$ cat src/include/klx_defines.svh
// Width, record-size and version-location macros for the microcode load-file receiver
`ifndef KLX_DEFINES_SVH
`define KLX_DEFINES_SVH

// Load-file word, one ASCIIized field
`define KLX_WORD_W      16

// CRAM word is 80 bits plus the six-bit CALL/DISP field
`define KLX_CRAM_W      86
`define KLX_CRAM_ADR_W  11
`define KLX_DRAM_ADR_W  9

// Load-file words per CRAM location and per DRAM even/odd pair
`define KLX_CRAM_WORDS  6
`define KLX_DRAM_WORDS  3

// CRAM locations that hold the microcode version
`define KLX_VER_ADR_HI  16'o136
`define KLX_VER_ADR_LO  16'o137

`endif

$ cat src/design/klxPkg.sv
// Load-file word types, record kind enum and the write and version structs
`include "klx_defines.svh"

package klxPkg;

  //////////////////////////////
  // Plain vectors
  //////////////////////////////

  typedef logic [`KLX_WORD_W-1:0] loadWord;
  // Bit 0 is the most significant bit, KL10 numbering
  typedef logic [0:`KLX_CRAM_W-1] cramWord;
  typedef logic [`KLX_CRAM_ADR_W-1:0] cramAdr;
  typedef logic [`KLX_DRAM_ADR_W-1:0] dramAdr;

  // Record type from the first character of a line
  typedef enum logic [1:0] {
    none,
    zero,
    cram,
    dram
  } recKind;

  //////////////////////////////
  // Structs between the blocks
  //////////////////////////////

  // One decoded field, lineEnd marks the field closed by newline
  typedef struct packed {
    logic    valid;
    loadWord word;
    logic    lineEnd;
  } fieldBeat;

  // One data word of a record with its running address
  typedef struct packed {
    logic    valid;
    recKind  kind;
    loadWord adr;
    loadWord data;
  } recWord;

  typedef struct packed {
    logic    valid;
    cramAdr  adr;
    cramWord data;
  } cramWrite;

  // One dispatch entry, jump[1] is J01
  typedef struct packed {
    logic [2:0]  a;
    logic [2:0]  b;
    logic        parity;
    logic [1:10] jump;
  } dramEntry;

  typedef struct packed {
    logic     valid;
    dramAdr   adr;
    dramEntry entry;
  } dramWrite;

  typedef struct packed {
    logic       valid;
    logic [5:0] major;
    logic [2:0] minor;
    logic [8:0] edit;
  } ucodeVersion;

endpackage

$ cat src/design/asciiFieldDecoder.sv
// Character phase tracking and ASCIIized field accumulation into 16-bit words
`timescale 1ns/1ns

module asciiFieldDecoder (
  input  logic             clk,
  input  logic             arstN,
  input  logic             charValid,
  input  logic [7:0]       charCode,
  output logic             typeValid,
  output klxPkg::fieldBeat field
);
  import klxPkg::*;

  // Where in the line the next character lands
  typedef enum logic [1:0] {
    phType,
    phSpace,
    phField
  } decPhase;

  decPhase phase;
  loadWord acc;
  logic    isCr;
  logic    isLf;
  logic    isDelim;

  assign isCr    = charCode == 8'd13;
  assign isLf    = charCode == 8'd10;
  assign isDelim = isLf || (charCode == ",");

  // Type character of a new line, blank line breaks are not types
  assign typeValid = charValid && (phase == phType) && !isCr && !isLf;

  always_ff @(posedge clk or negedge arstN) begin
    if (!arstN) begin
      phase <= phType;
      acc   <= '0;
      field <= '0;
    end else begin
      field.valid   <= 1'b0;
      field.lineEnd <= 1'b0;
      // Carriage return is dropped everywhere
      if (charValid && !isCr) begin
        case (phase)
          phType: begin
            if (!isLf) phase <= phSpace;
          end
          phSpace: begin
            // Bare type char then newline gives one empty field
            if (isLf) begin
              field.valid   <= 1'b1;
              field.word    <= '0;
              field.lineEnd <= 1'b1;
              phase         <= phType;
            end else begin
              phase <= phField;
            end
          end
          default: begin
            if (isDelim) begin
              field.valid   <= 1'b1;
              field.word    <= acc;
              field.lineEnd <= isLf;
              acc           <= '0;
              if (isLf) phase <= phType;
            end else begin
              // Low six bits per char, oldest bits fall off the top
              acc <= {acc[9:0], charCode[5:0]};
            end
          end
        endcase
      end
    end
  end

endmodule

$ cat src/design/cramWordAssembler.sv
// CRAM word packing from six load-file words and microcode version extraction
`timescale 1ns/1ns
`include "klx_defines.svh"

module cramWordAssembler (
  input  logic                clk,
  input  logic                arstN,
  input  klxPkg::recWord      word,
  output klxPkg::cramWrite    cramWr,
  output klxPkg::ucodeVersion version
);
  import klxPkg::*;

  logic [2:0] cnt;
  cramWord    acc;
  cramWord    accNext;
  logic       take;
  logic       groupEnd;
  // Version fields held from location 136
  logic [5:0] major136;
  logic [2:0] minor136;

  assign take     = word.valid && (word.kind == cram);
  assign groupEnd = cnt == 3'(`KLX_CRAM_WORDS - 1);

  //////////////////////////////
  // Bit placement
  //////////////////////////////

  // Load-file order is 64-79, 48-63, 32-47, 16-31, 0-15, 80-85
  always_comb begin
    accNext = acc;
    case (cnt)
      3'd0:    accNext[64:79] = word.data;
      3'd1:    accNext[48:63] = word.data;
      3'd2:    accNext[32:47] = word.data;
      3'd3:    accNext[16:31] = word.data;
      3'd4:    accNext[0:15]  = word.data;
      default: accNext[80:85] = word.data[5:0];
    endcase
  end

  always_ff @(posedge clk) begin
    if (take) acc <= accNext;
  end

  //////////////////////////////
  // Write and version strobes
  //////////////////////////////

  always_ff @(posedge clk or negedge arstN) begin
    if (!arstN) begin
      cnt      <= '0;
      cramWr   <= '0;
      version  <= '0;
      major136 <= '0;
      minor136 <= '0;
    end else begin
      cramWr.valid  <= 1'b0;
      version.valid <= 1'b0;
      if (take) begin
        if (groupEnd) begin
          cnt          <= '0;
          cramWr.valid <= 1'b1;
          cramWr.adr   <= cramAdr'(word.adr);
          cramWr.data  <= accNext;
          // Major and minor live in 136
          if (word.adr == `KLX_VER_ADR_HI) begin
            major136 <= {accNext[29:31], accNext[33:35]};
            minor136 <= accNext[37:39];
          end
          // Edit in 137, reported with that write
          if (word.adr == `KLX_VER_ADR_LO) begin
            version.valid <= 1'b1;
            version.major <= major136;
            version.minor <= minor136;
            version.edit  <= {accNext[29:31], accNext[33:35], accNext[37:39]};
          end
        end else begin
          cnt <= cnt + 3'd1;
        end
      end
    end
  end

  assert property (@(posedge clk) disable iff (!arstN) cnt <= 3'(`KLX_CRAM_WORDS - 1));

endmodule

$ cat src/design/dramPairAssembler.sv
// DRAM even/odd entry building from three load-file words and paired write strobes
`timescale 1ns/1ns
`include "klx_defines.svh"

module dramPairAssembler (
  input  logic             clk,
  input  logic             arstN,
  input  klxPkg::recWord   word,
  output klxPkg::dramWrite dramWr
);
  import klxPkg::*;

  logic [1:0] cnt;
  loadWord    evenWord;
  loadWord    oddWord;
  dramEntry   oddEntry;
  // Odd write goes out on the next cycle
  logic       oddPend;
  logic       take;
  logic       groupEnd;

  assign take     = word.valid && (word.kind == dram);
  assign groupEnd = cnt == 2'(`KLX_DRAM_WORDS - 1);

  // A 13-11, B 10-8, parity 5, J08-J10 2-0
  // J01-J04 from common, J07 shared from the odd word, J05 J06 absent
  function automatic dramEntry buildEntry(loadWord w, loadWord common, logic j07);
    dramEntry e;
    e.a      = w[13:11];
    e.b      = w[10:8];
    e.parity = w[5];
    e.jump   = {common[3:0], 2'b00, j07, w[2:0]};
    return e;
  endfunction

  // Even then odd word of the group
  always_ff @(posedge clk) begin
    if (take && cnt == 2'd0) evenWord <= word.data;
    if (take && cnt == 2'd1) oddWord <= word.data;
  end

  always_ff @(posedge clk or negedge arstN) begin
    if (!arstN) begin
      cnt      <= '0;
      dramWr   <= '0;
      oddEntry <= '0;
      oddPend  <= 1'b0;
    end else begin
      dramWr.valid <= 1'b0;
      oddPend      <= 1'b0;
      // Odd entry follows at the even address plus one
      if (oddPend) begin
        dramWr.valid <= 1'b1;
        dramWr.adr   <= dramAdr'(dramWr.adr + 1'b1);
        dramWr.entry <= oddEntry;
      end
      if (take) begin
        if (groupEnd) begin
          // Common word closes the pair
          cnt          <= '0;
          dramWr.valid <= 1'b1;
          dramWr.adr   <= dramAdr'(word.adr);
          dramWr.entry <= buildEntry(evenWord, word.data, oddWord[3]);
          oddEntry     <= buildEntry(oddWord, word.data, oddWord[3]);
          oddPend      <= 1'b1;
        end else begin
          cnt <= cnt + 2'd1;
        end
      end
    end
  end

  // Pairs start on even locations
  assert property (@(posedge clk) disable iff (!arstN)
    (dramWr.valid && oddPend) |-> !dramWr.adr[0]);

endmodule

$ cat src/design/klxLoader.sv
// Load-file receiver top with decoder, parser and CRAM and DRAM assemblers
`timescale 1ns/1ns

module klxLoader (
  input  logic                clk,
  input  logic                arstN,
  input  logic                charValid,
  input  logic [7:0]          charCode,
  output klxPkg::cramWrite    cramWr,
  output klxPkg::dramWrite    dramWr,
  output klxPkg::ucodeVersion version,
  output logic                lineDone,
  output logic                lineGood,
  output logic                formatError
);
  import klxPkg::*;

  logic     typeValid;
  fieldBeat field;
  recWord   word;

  asciiFieldDecoder decoder (
    .clk       (clk),
    .arstN     (arstN),
    .charValid (charValid),
    .charCode  (charCode),
    .typeValid (typeValid),
    .field     (field)
  );

  loadRecordParser parser (
    .clk         (clk),
    .arstN       (arstN),
    .typeValid   (typeValid),
    .charCode    (charCode),
    .field       (field),
    .word        (word),
    .lineDone    (lineDone),
    .lineGood    (lineGood),
    .formatError (formatError)
  );

  // Both assemblers see every record word and keep their own kind
  cramWordAssembler cramPath (
    .clk     (clk),
    .arstN   (arstN),
    .word    (word),
    .cramWr  (cramWr),
    .version (version)
  );

  dramPairAssembler dramPath (
    .clk    (clk),
    .arstN  (arstN),
    .word   (word),
    .dramWr (dramWr)
  );

endmodule

$ cat src/design/loadRecordParser.sv
// Record FSM with field counting, checksum check and per-kind address continuation
`timescale 1ns/1ns
`include "klx_defines.svh"

module loadRecordParser (
  input  logic             clk,
  input  logic             arstN,
  input  logic             typeValid,
  input  logic [7:0]       charCode,
  input  klxPkg::fieldBeat field,
  output klxPkg::recWord   word,
  output logic             lineDone,
  output logic             lineGood,
  output logic             formatError
);
  import klxPkg::*;

  typedef enum logic [2:0] {
    idle,
    readWc,
    readAdr,
    readData,
    readCksum,
    skip
  } recState;

  recState    state;
  recKind     kind;
  loadWord    wc;
  loadWord    sum;
  loadWord    fieldCnt;
  loadWord    dataCnt;
  loadWord    curAdr;
  // Next address after the last group of each kind
  loadWord    lastCram;
  loadWord    lastDram;
  logic [2:0] grp;

  loadWord    wcNow;
  loadWord    sumNext;
  loadWord    cntNext;
  loadWord    step;
  loadWord    base;
  logic       inLine;
  logic       countOk;
  logic       grpLast;

  assign inLine  = state inside {readWc, readAdr, readData, readCksum};
  // WC may be the very field that closes the line
  assign wcNow   = (state == readWc) ? field.word : wc;
  assign sumNext = sum + field.word;
  assign cntNext = fieldCnt + 16'd1;
  // WC, ADR, data and CKSUM
  assign countOk = cntNext == wcNow + 16'd3;
  assign step    = (kind == dram) ? 16'd2 : 16'd1;

  always_comb begin
    case (kind)
      cram:    grpLast = grp == 3'(`KLX_CRAM_WORDS - 1);
      dram:    grpLast = grp == 3'(`KLX_DRAM_WORDS - 1);
      default: grpLast = 1'b0;
    endcase
  end

  // ADR zero continues where this kind left off
  always_comb begin
    if (field.word != '0 || kind == zero)
      base = field.word;
    else if (kind == cram)
      base = lastCram;
    else
      base = lastDram;
  end

  always_ff @(posedge clk or negedge arstN) begin
    if (!arstN) begin
      state       <= idle;
      kind        <= none;
      wc          <= '0;
      sum         <= '0;
      fieldCnt    <= '0;
      dataCnt     <= '0;
      curAdr      <= '0;
      lastCram    <= '0;
      lastDram    <= '0;
      grp         <= '0;
      word        <= '0;
      lineDone    <= 1'b0;
      lineGood    <= 1'b0;
      formatError <= 1'b0;
    end else begin
      word.valid  <= 1'b0;
      lineDone    <= 1'b0;
      formatError <= 1'b0;

      if (field.valid && inLine) begin
        sum      <= sumNext;
        fieldCnt <= cntNext;
        if (field.lineEnd) begin
          // Negated checksum makes the whole line sum to zero
          lineDone    <= 1'b1;
          lineGood    <= countOk && (sumNext == '0);
          formatError <= !countOk;
          state       <= idle;
        end else begin
          case (state)
            readWc: begin
              wc    <= field.word;
              state <= readAdr;
            end
            readAdr: begin
              curAdr  <= base;
              grp     <= '0;
              dataCnt <= '0;
              // WC zero is an end marker
              state   <= (wc == '0) ? readCksum : readData;
            end
            readData: begin
              word.valid <= 1'b1;
              word.kind  <= kind;
              word.adr   <= curAdr;
              word.data  <= field.word;
              dataCnt    <= dataCnt + 16'd1;
              if (dataCnt == wc - 16'd1) state <= readCksum;
              // Address moves once per CRAM word or DRAM pair
              if (grpLast) begin
                grp    <= '0;
                curAdr <= curAdr + step;
                if (kind == cram) lastCram <= curAdr + step;
                if (kind == dram) lastDram <= curAdr + step;
              end else begin
                grp <= grp + 3'd1;
              end
            end
            default: begin
              // Surplus field, caught by the count at line end
            end
          endcase
        end
      end else if (field.valid && state == skip && field.lineEnd) begin
        state <= idle;
      end

      // A new line restarts the FSM whatever is still pending
      if (typeValid) begin
        sum      <= '0;
        fieldCnt <= '0;
        state    <= readWc;
        case (charCode)
          "Z": kind <= zero;
          "C": kind <= cram;
          "D": kind <= dram;
          ";": begin
            kind  <= none;
            state <= skip;
          end
          default: begin
            kind        <= none;
            state       <= skip;
            formatError <= 1'b1;
          end
        endcase
      end
    end
  end

  // Comment and rejected lines never reach the assemblers
  assert property (@(posedge clk) disable iff (!arstN) (state == skip) |-> !word.valid);

endmodule

$ cat config.mk
export PLATFORM = sky130hd
export DESIGN_NAME = klxLoader
export DESIGN_NICKNAME = d
export VERILOG_FILES = /design/src/design/klxPkg.sv /design/src/design/asciiFieldDecoder.sv /design/src/design/cramWordAssembler.sv /design/src/design/dramPairAssembler.sv /design/src/design/klxLoader.sv /design/src/design/loadRecordParser.sv
export VERILOG_INCLUDE_DIRS = /design/src /design/src/include
export SDC_FILE = /design/constraint.sdc
export NUM_CORES = 1
export LEC_CHECK = 0
export BUFFER_PORTS_ARGS = -buffer_cell sky130_fd_sc_hd__buf_2
export CAP_MARGIN = 20
export CORE_MARGIN = 3
export CORE_UTILIZATION = 55
export CTS_CLUSTER_SIZE = 14
export DETAILED_ROUTE_END_ITERATION = 6
export PLACE_DENSITY_LB_ADDON = 0.25
export RECOVER_POWER = 100
export SETUP_SLACK_MARGIN = 0.3
export SLEW_MARGIN = 20
export SYNTH_ARGS = -nofsm -noshare
export SYNTH_HDL_FRONTEND = slang
export SYNTH_SLANG_ARGS = --single-unit
$ cat constraint.sdc
create_clock -name clk -period 9.7 [get_ports clk]
set_input_delay 0.97 -clock clk [delete_from_list [all_inputs] [get_ports clk]]
set_output_delay 0.97 -clock clk [all_outputs]
set_load 0.02 [all_outputs]
After elaboration in Yosys (flattened, before gate mapping)
Cells that the tools add are included.
{"block": "totals", "output_inout_bits": 147, "regBits": 482, "input_bits": 11}
{"block": "op_classes", "mux": 60, "bitwise": 3, "addsub": 10, "eq_ne": 36, "n_reduce_logical": 49}
{"cell": "two-way mux 16 bit", "n": 14}
{"cell": "two-way mux 98 bit", "n": 2}
{"cell": "two-way mux 35 bit", "n": 3}
{"cell": "two-way mux 27 bit", "n": 3}
{"cell": "case mux 16 bit (2 select lines)", "n": 2}
{"cell": "two-way mux 19 bit", "n": 3}
{"cell": "two-way mux 18 bit", "n": 3}
{"cell": "case mux 18 bit (2 select lines)", "n": 1}
{"cell": "adder 16 x 1 -> 16 bit, second input constant", "n": 2}
{"cell": "adder 16 bit", "n": 2}
{"cell": "== test 16 bit", "n": 2}
{"cell": "== test 16 x 7 -> 1 bit, second input constant", "n": 2}
{"cell": "logical NOT 16 bit", "n": 2}
{"cell": "two-way mux 3 bit", "n": 9}
{"cell": "== test 8 x 7 -> 1 bit, second input constant", "n": 3}
{"cell": "adder 16 x 2 -> 16 bit, second input constant", "n": 1}
{"cell": "== test 8 x 4 -> 1 bit, second input constant", "n": 2}
{"cell": "== test 8 x 6 -> 1 bit, second input constant", "n": 2}
{"cell": "nonzero test 16 bit", "n": 1}
{"cell": "subtractor 16 x 1 -> 16 bit, second input constant", "n": 1}
{"cell": "== test 3 x 2 -> 1 bit, second input constant", "n": 5}
{"cell": "== test 3 bit, second input constant", "n": 5}
{"cell": "AND reduction 3 bit", "n": 5}
{"cell": "logical AND 1 bit", "n": 12}
{"cell": "other kinds (33)", "n": 71}

Logic depth before layout (Yosys ltp)
Gate-level depths: netlist of run 1.
{"block": "depth", "depth_word": 9, "mapped_depth": 15}

Cells and area by module
From an unflattened synthesis of run 1, not the netlist that was laid out.
{"block": "hier_totals", "hier_cells": 1986, "area_unflattened_um2": 22225.1}
{"mod": "loadRecordParser", "cells_per_inst": 1124, "area_per_inst_um2": 9566.7, "n_inst": 1}
{"mod": "cramWordAssembler", "cells_per_inst": 545, "area_per_inst_um2": 8574.5, "n_inst": 1}
{"mod": "dramPairAssembler", "cells_per_inst": 212, "area_per_inst_um2": 2643.8, "n_inst": 1}
{"mod": "asciiFieldDecoder", "cells_per_inst": 105, "area_per_inst_um2": 1440.1, "n_inst": 1}

Worst setup path after synthesis of run 1
Ideal clock, no wire load.
{"block": "synth_path", "kind": "register -> register", "from": "register parser.word[33] (netlist name)", "to": "register cramPath.major136[4]", "slack_ns": 3.367, "stages_incl_launch_ff": 11, "n_path_buf": 2, "arrival_ns": 6.255, "path_cell_list": "dfrtp_1 nand2_1 nor2_1 nand2_1 nor3_1 and4_1 nor2b_1 clkbuf_1 clkbuf_1 nor2_1 a21oi_1"}
{"block": "synth_via", "elab_chain_cells": 3}
{"element": "== test 2 bit", "line_no": "cramWordAssembler.sv:23", "rtl": "assign take = word.valid && (word.kind == cram);"}
{"element": "logical AND 1 bit", "line_no": "cramWordAssembler.sv:23"}
{"element": "via cramPath.take", "line_no": "cramWordAssembler.sv:17", "rtl": "logic take;"}
{"element": "AND reduction 3 bit (no line)"}
{"element": "end signal, assigned", "line_no": "cramWordAssembler.sv:69", "rtl": "major136 <= {accNext[29:31], accNext[33:35]};"}
{"element": "end, declared", "line_no": "cramWordAssembler.sv:20", "rtl": "logic [5:0] major136;"}
The timed path passes the listed nets, and every way through them passes these cells.
A chain may end at the register's enable or synchronous reset.

Worst setup path in the final report of run 1
{"block": "layout_path", "from": "register parser.word[33] (netlist name)", "to": "register cramPath.cramWr[29] (netlist name)"}
{"block": "layout_via", "elab_chain_cells": 3}
{"element": "== test 2 bit", "line_no": "cramWordAssembler.sv:23"}
{"element": "logical AND 1 bit", "line_no": "cramWordAssembler.sv:23"}
{"element": "via cramPath.take", "line_no": "cramWordAssembler.sv:17"}
{"element": "AND reduction 2 bit (no line)"}
The timed path passes the listed nets, and every way through them passes these cells.

==> run_results.csv, run 1 <==
group,metric,value,unit
synthesis,async_reset_ff_share,77.5,%
floorplanning,io_pins,158,
timing,max-slew-margin-rel,-199,%
timing,setup_viol,0,
detailed_routing,drtIter0Drc,1188,
detailed_routing,drt-total-wl,52.9,mm
detailed_routing,drc_errors,0,
placed_design,dp_hpwl,35.1,mm
placed_design,place_inst,2549,
cells_and_area,layout-drive-gt1-share,11.3,%
cells_and_area,stdcell_count,2640,
worst_setup_path,worst-endpoint-required,10.18,ns
synthesis,seq_area_frac_synth,57.1,%
cells_and_area,final_nets,2119,
clock_network,cts_made_buffers,49,
detailed_routing,wl_per_cell,20.0,µm
detailed_routing,via_count,15300,
cells_and_area,post-route-util,62.7,%
detailed_routing,avgViaCountPerCell,5.81,
detailed_routing,detail_route.first_pass.iterations,5,
worst_setup_path,r2r-start,"parser.word[33]",
global_route,grt_max_degree,84,
global_route,antenna_found_initial,0,
detailed_routing,antenna_left,0,
timing,hold_ws,0.453,ns
global_route,grt_overflow,0,
synthesis,synthCells,1964,
synthesis,ys_ff_latch,475,
clock_network,cts_resized,0,
placed_design,dp_slack,5.72,ns
power,irDropWorstVdd,0.157,mV
clock_network,clock-sinks,475,
clock_network,hold_buffers,0,
synthesis,synthFlopType,"dfrtp_1",
synthesis,synth_fp_nets,2001,
synthesis,synthDistinctLibCells,70,
cells_and_area,regArea,12400,µm²
power,leakage,0.0105,µW
placed_design,io_buffers,157,
worst_setup_path,cp_max_fo,56,
worst_setup_path,worst_ep_arrival_time,6.40,ns
global_route,grt.total_usage,25.1,%
clock_network,htreeDepth,2,
synthesis,ys_warn_count,0,
global_route,grt_pass1_wl,83.4,mm
timing,setup-tns-final,0,ns
timing,clock.fmax,0.169,GHz
run,max_cap_violations,12,
timing,fin_skew,0.0142,ns
clock_network,clk_latency,0.60,ns
synthesis,syn_area,21800,µm²
timing,finalHoldViolations,0,
clock_network,clockRootBuffer,"clkbuf_16",
worst_setup_path,critPathLaunch,"parser.word[33]",
timing,post-route-period-util,61.1,%
timing,fin_ws,3.78,ns
timing,post-route-min-period,5.92,ns
floorplanning,fp.dieArea,42000,µm²
floorplanning,floorplan.initialDensity,56.0,%
floorplanning,die_x,205,µm
timing,rsz0062_at_grt,"no",
worst_setup_path,worst_setup_path_end_kind,"flop",
outcome,violations,"capacitance limit, slew limit",
worst_setup_path,critPathLaunchType,"flop",
clock_network,cts_tree,"done",
floorplanning,rows,72,
floorplanning,dieHeight,205,µm
synthesis,synth_edf_count,107,
cells_and_area,multi_input_area,8750,µm²
power,power_density,190,nW/µm²
cells_and_area,syn2layout_area_growth,11.8,%
timing,worst_pin_slew,4.49,ns
global_route,first_global_vias,15100,
worst_hold_path,min_path_type,"reg -> reg",
clock_network,path_clk_slew,0.06,ns
clock_network,cts_buffer_depth,3,
placed_design,gp_congestion,0.926,
worst_hold_path,holdCritStartpoint,"dramPath.evenWord[0]",
cells_and_area,n_antenna_cell,0,
timing,slew_violations,521,
synthesis,synth_area_per_cell,11.1,µm²
clock_network,post_cts_buffers,0,
cells_and_area,fillers,3159,
worst_setup_path,critPathKind,"reg -> reg",
floorplanning,core_area,38800,µm²
outcome,outcome,"finished, violations left",
placed cells by master (no fill, tap or decap), types with 5 or more instances in the layout:
cell,n
dfrtp_1,368
nand2_1,301
clkbuf_1,177
nor2_1,148
mux2_2,137
a21oi_1,114
edfxtp_1,107
o21ai_0,103
xnor2_1,62
mux2_1,59
nand3_1,49
clkbuf_16,49
mux2i_1,46
xor2_1,45
inv_1,41
nor3_1,35
a22o_1,25
ha_1,24
and3_1,17
a31oi_1,13
nand4_1,12
nor4_1,10
clkbuf_8,10
clkinv_2,9
buf_4,9
nand2b_1,8
or3_1,8
o311ai_0,8
buf_2,8
a21o_1,7
nor2b_1,7
o21a_1,7
o22a_1,7
nor3b_1,5
or4_1,5
and2_1,5
a211oi_1,5
worst paths after layout:
path                            cells past startpoint  slack [ns]             endpoint
worst max-delay path                                7        3.78  cramPath.cramWr[29]
worst min-delay path                                2        0.45   dramPath.dramWr[0]
worst max register to register                      7        3.78  cramPath.cramWr[29]
worst min register to register                      2        0.45   dramPath.dramWr[0]
max in group asynchronous                           3        4.16  cramPath.cramWr[16]
min in group asynchronous                           1        1.98  cramPath.cramWr[92]
registers in the layout (all words and copies together), names as in the netlist, 6 cells and up:
| signal | cells |
|---|---|
| parser.sum | 16 |
| cramPath.version | 19 |
| parser.curAdr | 16 |
| parser.lastCram | 16 |
| parser.word | 35 |
| dramPath.dramWr | 27 |
| parser.wc | 16 |
| cramPath.major136 | 6 |
| dramPath.evenWord | 10 |
| dramPath.oddEntry | 15 |
| parser.fieldCnt | 16 |
| parser.lastDram | 16 |
| decoder.acc | 16 |
| decoder.field | 18 |
| dramPath.oddWord | 11 |
| cramPath.cramWr | 98 |
| parser.dataCnt | 16 |
| cramPath.acc | 86 |
cell usage after synthesis, types with 3 or more instances:
master	count	area [µm²]
dfrtp_1	368	9210
nand2_1	302	1130
mux2_2	196	2210
nor2_1	148	556
a21oi_1	114	571
edfxtp_1	107	3210
o21ai_0	103	515
clkbuf_1	96	360
xnor2_1	62	543
nand3_1	49	245
mux2i_1	46	460
xor2_1	45	394
inv_1	41	154
nor3_1	35	175
a22o_1	25	219
ha_1	24	300
and3_1	17	106
a31oi_1	13	81.3
buf_1	12	45.0
nand4_1	12	75.1
nor4_1	10	62.6
and2_1	8	50.1
nand2b_1	8	50.1
or3_1	8	50.1
a21o_1	7	52.6
nor2b_1	7	43.8
o21a_1	7	52.6
o22a_1	7	61.3
o311ai_0	7	61.3
a211oi_1	5	37.5
nor3b_1	5	37.5
or4_1	5	37.5
and4_1	4	35.0
o22ai_1	4	25.0
a211o_1	3	26.3
buf_2	3	15.0
nor4bb_1	3	30.0
o211ai_1	3	22.5
o31a_1	3	26.3
o41ai_1	3	26.3
per-layer routing:
| layer | track usage (%) | routed length (µm) | up-vias |
|---|---|---|---|
| met1 | 35.6 | 23700 | 7706 |
| met3 | 4.15 | 2900 | 90 |
| met2 | 40.5 | 24900 | 414 |
| met5 | 0 | 0 | - |
| met4 | 7.15 | 1380 | 0 |
| li1 | - | - | 7119 |
through the flow:
| step | cell area [µm²] | total power [µW] |
|---|---|---|
| 2_1_floorplan | 21800 | 2620 |
| 3_3_place_gp | 23000 | 2750 |
| 3_5_place_dp | 23000 | 2770 |
| 4_1_cts | 24600 | 4660 |
| 5_1_grt | 24300 | 4810 |
| 6_report | 24300 | 4630 |
report_power, final:
group / switching, µW / total, µW / internal, µW
registers: 97.9 / 2210 / 2110
clock network: 786 / 1890 / 1100
logic: 316 / 532 / 215
total: 1200 / 4630 / 3430
worst max-delay path: stages (launching register included):
cell	delay (ns)
dfrtp_1	0.36
nand2_1	0.06
nor2_1	1.23
nand2_1	0.20
nor3_1	0.45
clkbuf_1	2.12
buf_4	0.86
mux2_2	0.42
layout make-up:
cell class                 count  area share (%)
multi-input combinational   1334            35.9
sequential                   475            51.0
clock buffer                  74            5.84
timing repair buffer         180            2.99
inverter                      42           0.648
tap                          518            2.66
clock inverter                17           0.879
logic make-up after synthesis:
kind of cell	count (synthesis)	share of synthesized area, %
simple gates	636	13.0
flops	475	57.1
compound gates	321	8.85
mux	242	12.3
buf+inv	155	2.73
xor+xnor	109	4.51
fa+ha+maj	26	1.56
Power figures use the tool's default switching activity.
==> run 2, diff against run 1 <==
==> constraint.sdc (replaced) <==
create_clock -name clk -period 5.92 [get_ports clk]
set_input_delay 0.592 -clock clk [delete_from_list [all_inputs] [get_ports clk]]
set_output_delay 0.592 -clock clk [all_outputs]
set_load 0.02 [all_outputs]
==> run 2 against run 1 <==
Compared with the run above: first-iteration DRC count is 4.0% lower; the flow still finishes with violations (capacitance limit, slew limit); global-route usage is 0.33 points lower; routed wire length is 0.87% lower; maximum frequency is 29% higher; sequential cell count stayed put.
==> run_results.csv, run 2 (same netlist as run 1, synthesis figures left out) <==
group,metric,value,unit
outcome,outcome,"finished, violations left",
outcome,violations,"capacitance limit, slew limit",
floorplanning,core_area,38800,µm²
cells_and_area,design_area,24400,µm²
detailed_routing,via_count,15400,
timing,rsz0062_at_grt,"no",
timing,post-route-period-util,77.5,%
clock_network,cts_tree,"done",
floorplanning,dieHeight,205,µm
detailed_routing,drt-total-wl,52.4,mm
run,max_cap_violations,9,
power,leakage,0.0105,µW
clock_network,cts_made_buffers,48,
timing,clock.fmax,0.218,GHz
worst_setup_path,worst-endpoint-required,6.38,ns
cells_and_area,top_register,"cramPath.cramWr",
timing,max-slew-margin-rel,-96.6,%
cells_and_area,largest_registers,"cramPath.cramWr: 98 flops, cramPath.acc: 86 flops, parser.word: 35 flops",
clock_network,path_clk_slew,0.06,ns
worst_setup_path,critPathSlowestCell,"clkbuf_1",
worst_setup_path,path_cells,"nor2b_1 > and2_0 > clkbuf_1 > nand2_1 > buf_4 > nor3_1 > clkbuf_1 > mux2_2",
detailed_routing,avgViaCountPerCell,5.83,
cells_and_area,post-route-util,62.9,%
floorplanning,rows,72,
cells_and_area,fillers,3085,
cells_and_area,largest_reg_flops,98,
placed_design,dp_slack,2.09,ns
global_route,grt_pass1_wl,82.2,mm
timing,setup_viol,0,
global_route,grt_max_degree,190,
worst_setup_path,critPathKind,"reg -> reg",
timing,post-route-min-period,4.59,ns
placed_design,gp_congestion,0.868,
detailed_routing,wl_per_cell,19.8,µm
floorplanning,die_x,205,µm
clock_network,cts_resized,0,
detailed_routing,detail_route.first_pass.iterations,5,
clock_network,clk_latency,0.59,ns
clock_network,post_cts_buffers,0,
global_route,first_global_vias,14900,
worst_setup_path,worst_ep_arrival_time,5.04,ns
cells_and_area,final_nets,2118,
floorplanning,floorplan.initialDensity,56.0,%
floorplanning,fp.dieArea,42000,µm²
clock_network,clockRootBuffer,"clkbuf_16",
worst_setup_path,worst_setup_path_end_kind,"flop",
cells_and_area,stdcell_count,2641,
worst_setup_path,cpMostUsedCell,"clkbuf_1",
timing,slew_violations,395,
floorplanning,io_pins,158,
timing,worst_pin_slew,2.93,ns
worst_setup_path,critPathLaunchType,"flop",
cells_and_area,syn2layout_area_growth,12.2,%
worst_hold_path,min_path_type,"in -> async",
placed_design,io_buffers,157,
clock_network,clock-sinks,475,
worst_setup_path,cp_max_fo,53,
detailed_routing,drtIter0Drc,1140,
clock_network,htreeDepth,2,
detailed_routing,drc_errors,0,
cells_and_area,layout-drive-gt1-share,11.6,%
timing,setup-tns-final,0,ns
placed_design,placed_area,23000,µm²
power,power_density,314,nW/µm²
global_route,antenna_found_initial,1,
timing,finalHoldViolations,0,
cells_and_area,final_cell_mix,"368 x dfrtp_1, 302 x nand2_1, 173 x clkbuf_1",
global_route,grt.total_usage,24.8,%
timing,fin_skew,0.0195,ns
power,irDropWorstVdd,0.264,mV
clock_network,hold_buffers,0,
timing,fin_ws,1.33,ns
clock_network,cts_buffer_depth,3,
placed_design,place_inst,2549,
cells_and_area,layout_commonest_cell,"dfrtp_1",
worst_setup_path,critical-path-max-stage-delay,1.10,ns
global_route,grt_overflow,0,
detailed_routing,antenna_left,0,
placed_design,dp_hpwl,34.1,mm
## run 2: cell types whose count changed in the layout (fill, tap and decap cells not counted), sizes merged
cell    change
clkinv      -3
bufinv      +2
clkbuf      +2
diode       +2
inv         -2
## run 2: critical path, delay by kind of cell, from the launching register on
family / cells / cell delay, ns
buffers and inverters: 3 / 2.54
AND/OR/NAND/NOR: 4 / 1.01
flip-flops: 1 / 0.49
multiplexers: 1 / 0.42
## run 2: area by class of cell
type	count	area, µm²	area share (%)
clock buffer	76	1480	6.06
timing repair buffer	180	751	3.07
clock inverter	14	210	0.861
multi-input combinational	1334	8740	35.8
inverter	42	158	0.646
sequential	475	12400	50.9
tap	518	648	2.65
antenna	2	5.00	0.0205
## run 2: where the power goes
group / internal, µW / switching [µW]
Combinational: 356 / 518
Sequential: 3460 / 165
Clock: 1930 / 1240
## run 2: routing by layer
metal / wire length (µm) / global-route usage, % / part of all wire [%] / up-vias
li1: - / - / - / 7134
met1: 23300 / 35.9 / 45 / 7656
met2: 23800 / 38.2 / 45 / 495
met3: 3430 / 4.34 / 6.6 / 123
met4: 1800 / 8.45 / 3.4 / 2
met5: 13 / 0 / 0.025 / -
## run 2: final timing paths
check	from	end	slack, ns	depth (start not counted)
min in group clk	charCode[6]	parser.kind[0]	0.31	3
hold / removal	arstN	cramPath.cramWr[92]	0.01	1
setup reg to reg	parser.state[1]	parser.lastCram[2]	1.33	8
setup / recovery	parser.state[1]	parser.lastCram[2]	1.33	8
hold reg to reg	dramPath.evenWord[1]	dramPath.dramWr[1]	0.45	2
max in group asynchronous	arstN	cramPath.cramWr[1]	4.35	2
## run 2: per-stage QoR
step / power (µW) / hold slack (ns)
after floorplan: 4300 / 0.296
after global placement: 4520 / 0.431
after detailed placement: 4540 / 0.442
after CTS: 7730 / 0.0604
after global routing: 7990 / 0.0755
final: 7670 / 0.0109
